## src/include/elevator_defs.svh

```systemverilog
`ifndef ELEVATOR_DEFS_SVH
`define ELEVATOR_DEFS_SVH

////////////////////////////////////////////////////////////////////////////
// Building geometry
////////////////////////////////////////////////////////////////////////////

// Number of served floors, floor 0 is the lowest
`define NUM_FLOORS 11

// Bits needed to hold a floor number 0..NUM_FLOORS-1
`define FLOOR_W 4

////////////////////////////////////////////////////////////////////////////
// Derived values
////////////////////////////////////////////////////////////////////////////

// Highest floor number
`define TOP_FLOOR (`NUM_FLOORS - 1)

`endif

```

## src/elevator_pkg.sv

```systemverilog
`default_nettype none

`include "elevator_defs.svh"

package elevator_pkg;

    ////////////////////////////////////////////////////////////////////////////
    // Floor encodings
    ////////////////////////////////////////////////////////////////////////////

    // Floor number, 0 = lowest floor
    typedef logic [`FLOOR_W-1:0] floor_t;

    // One bit per floor, bit i belongs to floor i
    typedef logic [`NUM_FLOORS-1:0] floor_mask_t;

    // Sweep direction
    typedef enum logic {
        DIR_DOWN = 1'b0,
        DIR_UP   = 1'b1
    } dir_e;

    ////////////////////////////////////////////////////////////////////////////
    // Interfaces to the motion controller
    ////////////////////////////////////////////////////////////////////////////

    // Car position as reported by the motion controller
    typedef struct packed {
        floor_t floor;
        logic   moving;
    } car_status_t;

    // Target offered to the motion controller
    typedef struct packed {
        floor_t floor;
        dir_e   dir;      // travel direction seen from the car at offer time
    } dispatch_t;

    // Selector FSM
    typedef enum logic [1:0] {
        SEL_IDLE   = 2'd0,
        SEL_OFFER  = 2'd1,
        SEL_TRAVEL = 2'd2
    } sel_state_e;

endpackage

`default_nettype wire

```

## src/floor_request_top.sv

```systemverilog
`timescale 1ns/1ps
`default_nettype none

`include "elevator_defs.svh"

module floor_request_top
    import elevator_pkg::*;
(
    input  logic        clock,
    input  logic        reset_n,

    // Button presses
    input  floor_mask_t hall_buttons,
    input  floor_mask_t car_buttons,

    input  logic        power_switch,
    input  logic        emergency_button,

    // Motion controller side
    input  car_status_t car_status,
    input  logic        dispatch_ready,
    output logic        dispatch_valid,
    output dispatch_t   dispatch,

    // Button lights
    output floor_mask_t hall_lights,
    output floor_mask_t car_lights
);

    ////////////////////////////////////////////////////////////////////////////
    // Request latches
    ////////////////////////////////////////////////////////////////////////////

    // Calls from the landings
    request_latch hall_latch (
        .clock            (clock),
        .reset_n          (reset_n),
        .buttons          (hall_buttons),
        .power_switch     (power_switch),
        .emergency_button (emergency_button),
        .car_status       (car_status),
        .lights           (hall_lights)
    );

    // Destinations from the car panel
    request_latch car_latch (
        .clock            (clock),
        .reset_n          (reset_n),
        .buttons          (car_buttons),
        .power_switch     (power_switch),
        .emergency_button (emergency_button),
        .car_status       (car_status),
        .lights           (car_lights)
    );

    ////////////////////////////////////////////////////////////////////////////
    // Target selection
    ////////////////////////////////////////////////////////////////////////////

    sweep_selector selector (
        .clock            (clock),
        .reset_n          (reset_n),
        .hall_lights      (hall_lights),
        .car_lights       (car_lights),
        .car_status       (car_status),
        .power_switch     (power_switch),
        .emergency_button (emergency_button),
        .dispatch_ready   (dispatch_ready),
        .dispatch_valid   (dispatch_valid),
        .dispatch         (dispatch)
    );

endmodule

`default_nettype wire

```

## src/request_latch.sv

```systemverilog
`timescale 1ns/1ps
`default_nettype none

`include "elevator_defs.svh"

module request_latch
    import elevator_pkg::*;
(
    input  logic        clock,
    input  logic        reset_n,

    // Button presses, one bit per floor
    input  floor_mask_t buttons,

    input  logic        power_switch,
    input  logic        emergency_button,

    // Car position from the motion controller
    input  car_status_t car_status,

    // Request lights, one bit per floor
    output floor_mask_t lights
);

    ////////////////////////////////////////////////////////////////////////////
    // Arrival and press qualification
    ////////////////////////////////////////////////////////////////////////////

    // One-hot floor where the car currently stands still
    floor_mask_t at_floor;

    // Presses that are allowed to set a light
    floor_mask_t accepted;

    floor_mask_t lights_next;

    logic        accept_en;

    // New requests only with power on and no emergency
    assign accept_en = power_switch && !emergency_button;

    always_comb begin
        at_floor = '0;
        if (!car_status.moving) begin
            at_floor = floor_mask_t'(1) << car_status.floor;
        end
    end

    // A press at the floor where the car waits is already served
    assign accepted = accept_en ? (buttons & ~at_floor) : '0;

    ////////////////////////////////////////////////////////////////////////////
    // Light register
    ////////////////////////////////////////////////////////////////////////////

    // Clear beats set, lights hold otherwise
    always_comb begin
        lights_next = lights;
        for (int i = 0; i < `NUM_FLOORS; i++) begin
            if (at_floor[i]) begin
                lights_next[i] = 1'b0;
            end
            else if (accepted[i]) begin
                lights_next[i] = 1'b1;
            end
        end
    end

    always_ff @(posedge clock or negedge reset_n) begin
        if (!reset_n) begin
            lights <= '0;
        end
        else begin
            lights <= lights_next;
        end
    end

    ////////////////////////////////////////////////////////////////////////////
    // Checks
    ////////////////////////////////////////////////////////////////////////////

    // Standing at a floor for one cycle serves both its request sources
    a_clear_on_arrival : assert property (
        @(posedge clock) disable iff (!reset_n)
        (at_floor != '0) |=> ((lights & $past(at_floor)) == '0)
    ) else $error("request_latch: light still set after car stood at its floor");

endmodule

`default_nettype wire

```

## src/sweep_selector.sv

```systemverilog
`timescale 1ns/1ps
`default_nettype none

`include "elevator_defs.svh"

module sweep_selector
    import elevator_pkg::*;
(
    input  logic        clock,
    input  logic        reset_n,

    // Pending requests from both latches
    input  floor_mask_t hall_lights,
    input  floor_mask_t car_lights,

    input  car_status_t car_status,

    input  logic        power_switch,
    input  logic        emergency_button,

    // Offer to the motion controller
    input  logic        dispatch_ready,
    output logic        dispatch_valid,
    output dispatch_t   dispatch
);

    sel_state_e  state;
    dir_e        sweep_dir;

    floor_mask_t pending;
    floor_mask_t above_mask;
    floor_mask_t below_mask;

    floor_t      up_target;
    floor_t      down_target;
    logic        has_above;
    logic        has_below;
    logic        have_target;
    logic        go_up;
    logic        offer_ok;
    logic        at_target;

    dispatch_t   next_offer;

    ////////////////////////////////////////////////////////////////////////////
    // Pending set split around the car
    ////////////////////////////////////////////////////////////////////////////

    assign pending = hall_lights | car_lights;

    always_comb begin
        above_mask = '0;
        below_mask = '0;
        for (int i = 0; i < `NUM_FLOORS; i++) begin
            if (floor_t'(i) > car_status.floor) begin
                above_mask[i] = pending[i];
            end
            if (floor_t'(i) < car_status.floor) begin
                below_mask[i] = pending[i];
            end
        end
    end

    assign has_above = |above_mask;
    assign has_below = |below_mask;

    // Nearest request above, scan from the top so the lowest one wins
    always_comb begin
        up_target = '0;
        for (int i = `NUM_FLOORS - 1; i >= 0; i--) begin
            if (above_mask[i]) begin
                up_target = floor_t'(i);
            end
        end
    end

    // Nearest request below, the last hit is the highest one
    always_comb begin
        down_target = '0;
        for (int i = 0; i < `NUM_FLOORS; i++) begin
            if (below_mask[i]) begin
                down_target = floor_t'(i);
            end
        end
    end

    ////////////////////////////////////////////////////////////////////////////
    // Selection rule
    ////////////////////////////////////////////////////////////////////////////

    // Keep sweeping while work lies ahead, otherwise turn around
    assign go_up       = (sweep_dir == DIR_UP) ? has_above : !has_below;
    assign have_target = has_above || has_below;

    always_comb begin
        next_offer.floor = go_up ? up_target : down_target;
        next_offer.dir   = go_up ? DIR_UP : DIR_DOWN;
    end

    assign offer_ok = have_target && !car_status.moving &&
                      power_switch && !emergency_button;

    // Car parked at the accepted target
    assign at_target = !car_status.moving && (car_status.floor == dispatch.floor);

    ////////////////////////////////////////////////////////////////////////////
    // Selector FSM
    ////////////////////////////////////////////////////////////////////////////

    always_ff @(posedge clock or negedge reset_n) begin
        if (!reset_n) begin
            state          <= SEL_IDLE;
            sweep_dir      <= DIR_UP;
            dispatch_valid <= 1'b0;
        end
        else begin
            case (state)
                SEL_IDLE: begin
                    if (offer_ok) begin
                        sweep_dir      <= next_offer.dir;
                        dispatch_valid <= 1'b1;
                        state          <= SEL_OFFER;
                    end
                end
                SEL_OFFER: begin
                    // Offer is held until taken, even through an emergency
                    if (dispatch_ready) begin
                        dispatch_valid <= 1'b0;
                        state          <= SEL_TRAVEL;
                    end
                end
                SEL_TRAVEL: begin
                    if (at_target) begin
                        state <= SEL_IDLE;
                    end
                end
                default: begin
                    dispatch_valid <= 1'b0;
                    state          <= SEL_IDLE;
                end
            endcase
        end
    end

    // Offer payload, loaded only when an offer is raised
    always_ff @(posedge clock) begin
        if (state == SEL_IDLE && offer_ok) begin
            dispatch <= next_offer;
        end
    end

    ////////////////////////////////////////////////////////////////////////////
    // Checks
    ////////////////////////////////////////////////////////////////////////////

    a_offer_stable : assert property (
        @(posedge clock) disable iff (!reset_n)
        (dispatch_valid && !dispatch_ready) |=> (dispatch_valid && $stable(dispatch))
    ) else $error("sweep_selector: offer changed under back-pressure");

    a_floor_range : assert property (
        @(posedge clock) disable iff (!reset_n)
        dispatch_valid |-> (dispatch.floor < `NUM_FLOORS)
    ) else $error("sweep_selector: dispatch floor out of range");

    a_no_valid_in_travel : assert property (
        @(posedge clock) disable iff (!reset_n)
        (state == SEL_TRAVEL) |-> !dispatch_valid
    ) else $error("sweep_selector: offer raised while travelling");

endmodule

`default_nettype wire
```

## config.mk

```make
export PLATFORM = sky130hd
export DESIGN_NAME = floor_request_top
export DESIGN_NICKNAME = d
export VERILOG_FILES = /design/src/elevator_pkg.sv /design/src/floor_request_top.sv /design/src/request_latch.sv /design/src/sweep_selector.sv
export VERILOG_INCLUDE_DIRS = /design/src /design/src/include
export SDC_FILE = /design/constraint.sdc
export NUM_CORES = 1
export LEC_CHECK = 0
export BUFFER_PORTS_ARGS = -buffer_cell sky130_fd_sc_hd__buf_2
export CAP_MARGIN = 20
export CORE_MARGIN = 2
export CORE_UTILIZATION = 30
export DETAILED_ROUTE_END_ITERATION = 8
export PLACE_DENSITY = 0.54
export SLEW_MARGIN = 0
export SYNTH_ARGS = -nofsm -noshare
export SYNTH_HDL_FRONTEND = slang
export SYNTH_SLANG_ARGS = --single-unit
```

## constraint.sdc

```tcl
create_clock -name clock -period 2.7 [get_ports clock]
set_clock_uncertainty 0.1 [all_clocks]
set_input_delay 0.405 -clock clock [delete_from_list [all_inputs] [get_ports clock]]
set_output_delay 0.405 -clock clock [all_outputs]
set_load 0.02 [all_outputs]
```

==> impl_metrics.tcl <==
set metrics [dict create \
    core-area_um2 6030 \
    crit_arrival_ns 2.16 \
    place_hpwl_mm 3.88 \
    avgSynthCellArea_um2 10.1 \
    cp_data_required_time_ns 2.64 \
    die_y_um 83.5 \
    finalNetCount 279 \
    synth_seq_cells 31 \
    cap_viol_max_count 0 \
    synth-main-ff-cell "dfrtp_1" \
    grt_max_degree 27 \
    outcome "finished, final reports clean" \
    cts_tree "done" \
    r2r_slack_ns 0.51 \
    boundaryPins 60 \
    cts_made_buffers 5 \
    fin_crit_ns 2.22 \
    grt_pass1_vias 1743 \
    hold_buffers 0 \
    async_reset_ff_share_pct 83.9 \
    ys_seq_area_share_pct 42.3 \
    r2r-start "car_latch.lights[2]$_DFFE_PN0P_" \
    synth_compound_area_share_pct 35.1 \
    overflow 0 \
    synthSimpleGateAreaFrac_pct 14.6 \
    setup_viol 0 \
    p_leak_nw 0.924 \
    synth_top_family_by_area "compound AO/OA/AOI/OAI gates" \
    postCtsSetupRepairBufs 0 \
    die_area_um2 6970 \
    hold_viol 0 \
    clockBufferDepth 2 \
    synth_area_leaders "dfrtp_1 33%, a21oi_1 11%, edfxtp_1 7.9%" \
    grt.total_usage_pct 15.7 \
    routed_wirelength_mm 5.21 \
    drc 0 \
    synth_top_cell_area_share_pct 33.0 \
    cts_resized 0 \
    cp-end-kind "flop" \
    maxSlewHeadroom_pct 52.6 \
    synth_edf_count 5 \
    drtPass1Iterations 4 \
    diodes 0 \
    p_comb_share_pct 27.4 \
    drive_above_1_share_pct 37.5 \
    p_total_mw 1.48 \
    synth_top_cell_by_area "dfrtp_1" \
    start_kind "primary input" \
    ff2ff_path_depth 6 \
    wl_per_cell_um 16.1 \
    start_util_pct 31.4 \
    syn_nets 220 \
    gp_congestion 0.848 \
    yosys.area_share.adder_pct 0 \
    dieWidth_um 83.5 \
    syn_inst 188 \
    antenna_found_initial 0 \
    rsz0062_at_grt "no" \
    p_int_mw 0.967 \
    synth.mux.area_fraction_pct 1.32 \
    antenna_left 0 \
    min_path_type "in2async" \
    ir_drop_v 0.000333 \
    fmax_mhz 450 \
    finalCritPeriodShare_pct 82.2 \
    swShare_pct 34.5 \
    r2r-end "selector.dispatch[1]$_DFFE_PP_" \
    p_clk_share_pct 30.5 \
    p_seq_share_pct 42.1 \
    p_per_area_nw_per_um2 635 \
    crit_type "in2reg" \
    path_clk_slew_ns 0.08 \
    crit_fanout 20 \
    drv_slew 0 \
    netSwitchingPower_mw 0.510 \
    insertion_delay_ns 0.29 \
    syn2layout_area_growth_pct 22.7 \
    fin_util_pct 38.6 \
    setup_tns_ns 0 \
    row_count 28 \
    drtIter0Drc 88 \
    yosys.cell_types.count 55 \
    routed_via_density 5.36 \
    cts_sinks 31 \
    cts_max_level 2 \
    ys_warn_count 0 \
    ctsRootBufferMaster "clkbuf_8" \
    vias 1730 \
    synthXorXnorAreaFrac_pct 1.85 \
    port_buffers 59 \
    grt_pass1_wl_mm 8.82 \
    syn_area_um2 1890 \
    tightest_slew_ns 0.709 \
]
final cells by class:
class / instances / area, µm²
repair buffers: 61 / 310
multi-input cells: 147 / 1000
flip-flops and latches: 31 / 802
well taps: 75 / 93.8
fillers: 639 / 3700
inverters: 1 / 3.75
clock inverters: 1 / 5.00
clock buffers: 7 / 108
stage by stage:
stage	cells	hold WS [ns]	cell area [µm²]	worst slack (ns)
global placement	315	0.337	2210	0.232
CTS	323	0.0393	2320	0.500
finish	323	0.0123	2320	0.479
floorplan	188	0.00941	1890	0.518
detailed placement	315	0.355	2210	0.203
global route	323	0.0475	2320	0.371
per-layer routing:
| metal | share of wire (%) | global-route usage, % | routed length [µm] | vias up |
|---|---|---|---|---|
| li1 | - | - | - | 839 |
| met1 | 50 | 22.8 | 2620 | 846 |
| met2 | 45 | 23.1 | 2320 | 38 |
| met3 | 4.0 | 3.66 | 206 | 7 |
| met4 | 1.1 | 4.99 | 59 | 0 |
| met5 | 0 | 0 | 0 | - |
critical path, stage by stage:
cell and delay (ns):
buf_2 0.38, a31oi_1 0.25, o2bb2ai_2 0.21, nor4b_4 0.31, and2b_4 0.22, a21oi_4 0.07
mux2_4 0.29
synth_stat cells, types with 3 or more instances:
cell      instances
nor2_1           16
o21ai_1           3
o22ai_1           4
or2_2             3
a21o_1            3
nand2_1           5
o21a_1            3
edfxtp_1          5
a21oi_1          43
nor2b_1           4
dfrtp_1          25
nor3b_1           3
xnor2_1           3
o21ai_0           9
a31oi_1           8
buf_6             7
state kept, by name, indices dropped and copies added, names as in the netlist:
name                     flops
selector.sweep_dir           1
selector.dispatch            5
selector.dispatch_valid      1
hall_latch.lights           11
selector.state               2
car_latch.lights            11
worst max-delay path by stage:
stage               depth (start not counted)                             end                              from
finish                                      7  selector.dispatch[1]$_DFFE_PP_                     car_status[2]
global route                                6  selector.dispatch[1]$_DFFE_PP_  hall_latch.lights[2]$_DFFE_PN0P_
CTS                                         7  selector.dispatch[1]$_DFFE_PP_                     car_status[2]
detailed placement                          7  selector.dispatch[1]$_DFFE_PP_                     car_status[2]
global placement                            7  selector.dispatch[1]$_DFFE_PP_                     car_status[2]
floorplan                                   7  selector.dispatch[1]$_DFFE_PP_                     car_status[3]
power groups by stage:
stage / combinational (mW) / clock, mW / sequential (mW)
finish: 0.405 / 0.450 / 0.621
global route: 0.447 / 0.480 / 0.635
CTS: 0.411 / 0.460 / 0.621
detailed placement: 0.409 / 0 / 0.629
global placement: 0.409 / 0 / 0.629
floorplan: 0.199 / 0 / 0.692
cells in the final DEF, fill, tap and decap left out, drive strengths merged, types with 2 or more instances in the layout:
| cell | count |
|---|---|
| buf | 61 |
| a21oi | 45 |
| dfrtp | 25 |
| nor2 | 16 |
| o21ai | 13 |
| a31oi | 8 |
| clkbuf | 7 |
| nand2 | 5 |
| edfxtp | 5 |
| o22ai | 4 |
| nor2b | 4 |
| o21a | 4 |
| nor3b | 4 |
| a21o | 4 |
| or2 | 3 |
| xnor2 | 3 |
| o2bb2ai | 3 |
| o221ai | 3 |
| nand2b | 2 |
| o211a | 2 |
| nand3 | 2 |
| o31ai | 2 |
| o32ai | 2 |
| nor3 | 2 |
| nor4b | 2 |
cells by family (layout without fill, tap and decap cells):
logic type / count (synthesis) / in the layout
compound gates: 97 / 97
buf+inv: 10 / 70
simple gates: 44 / 44
mux: 2 / 2
flops: 31 / 31
xor+xnor: 4 / 4
(Power assumes the default switching activity.)
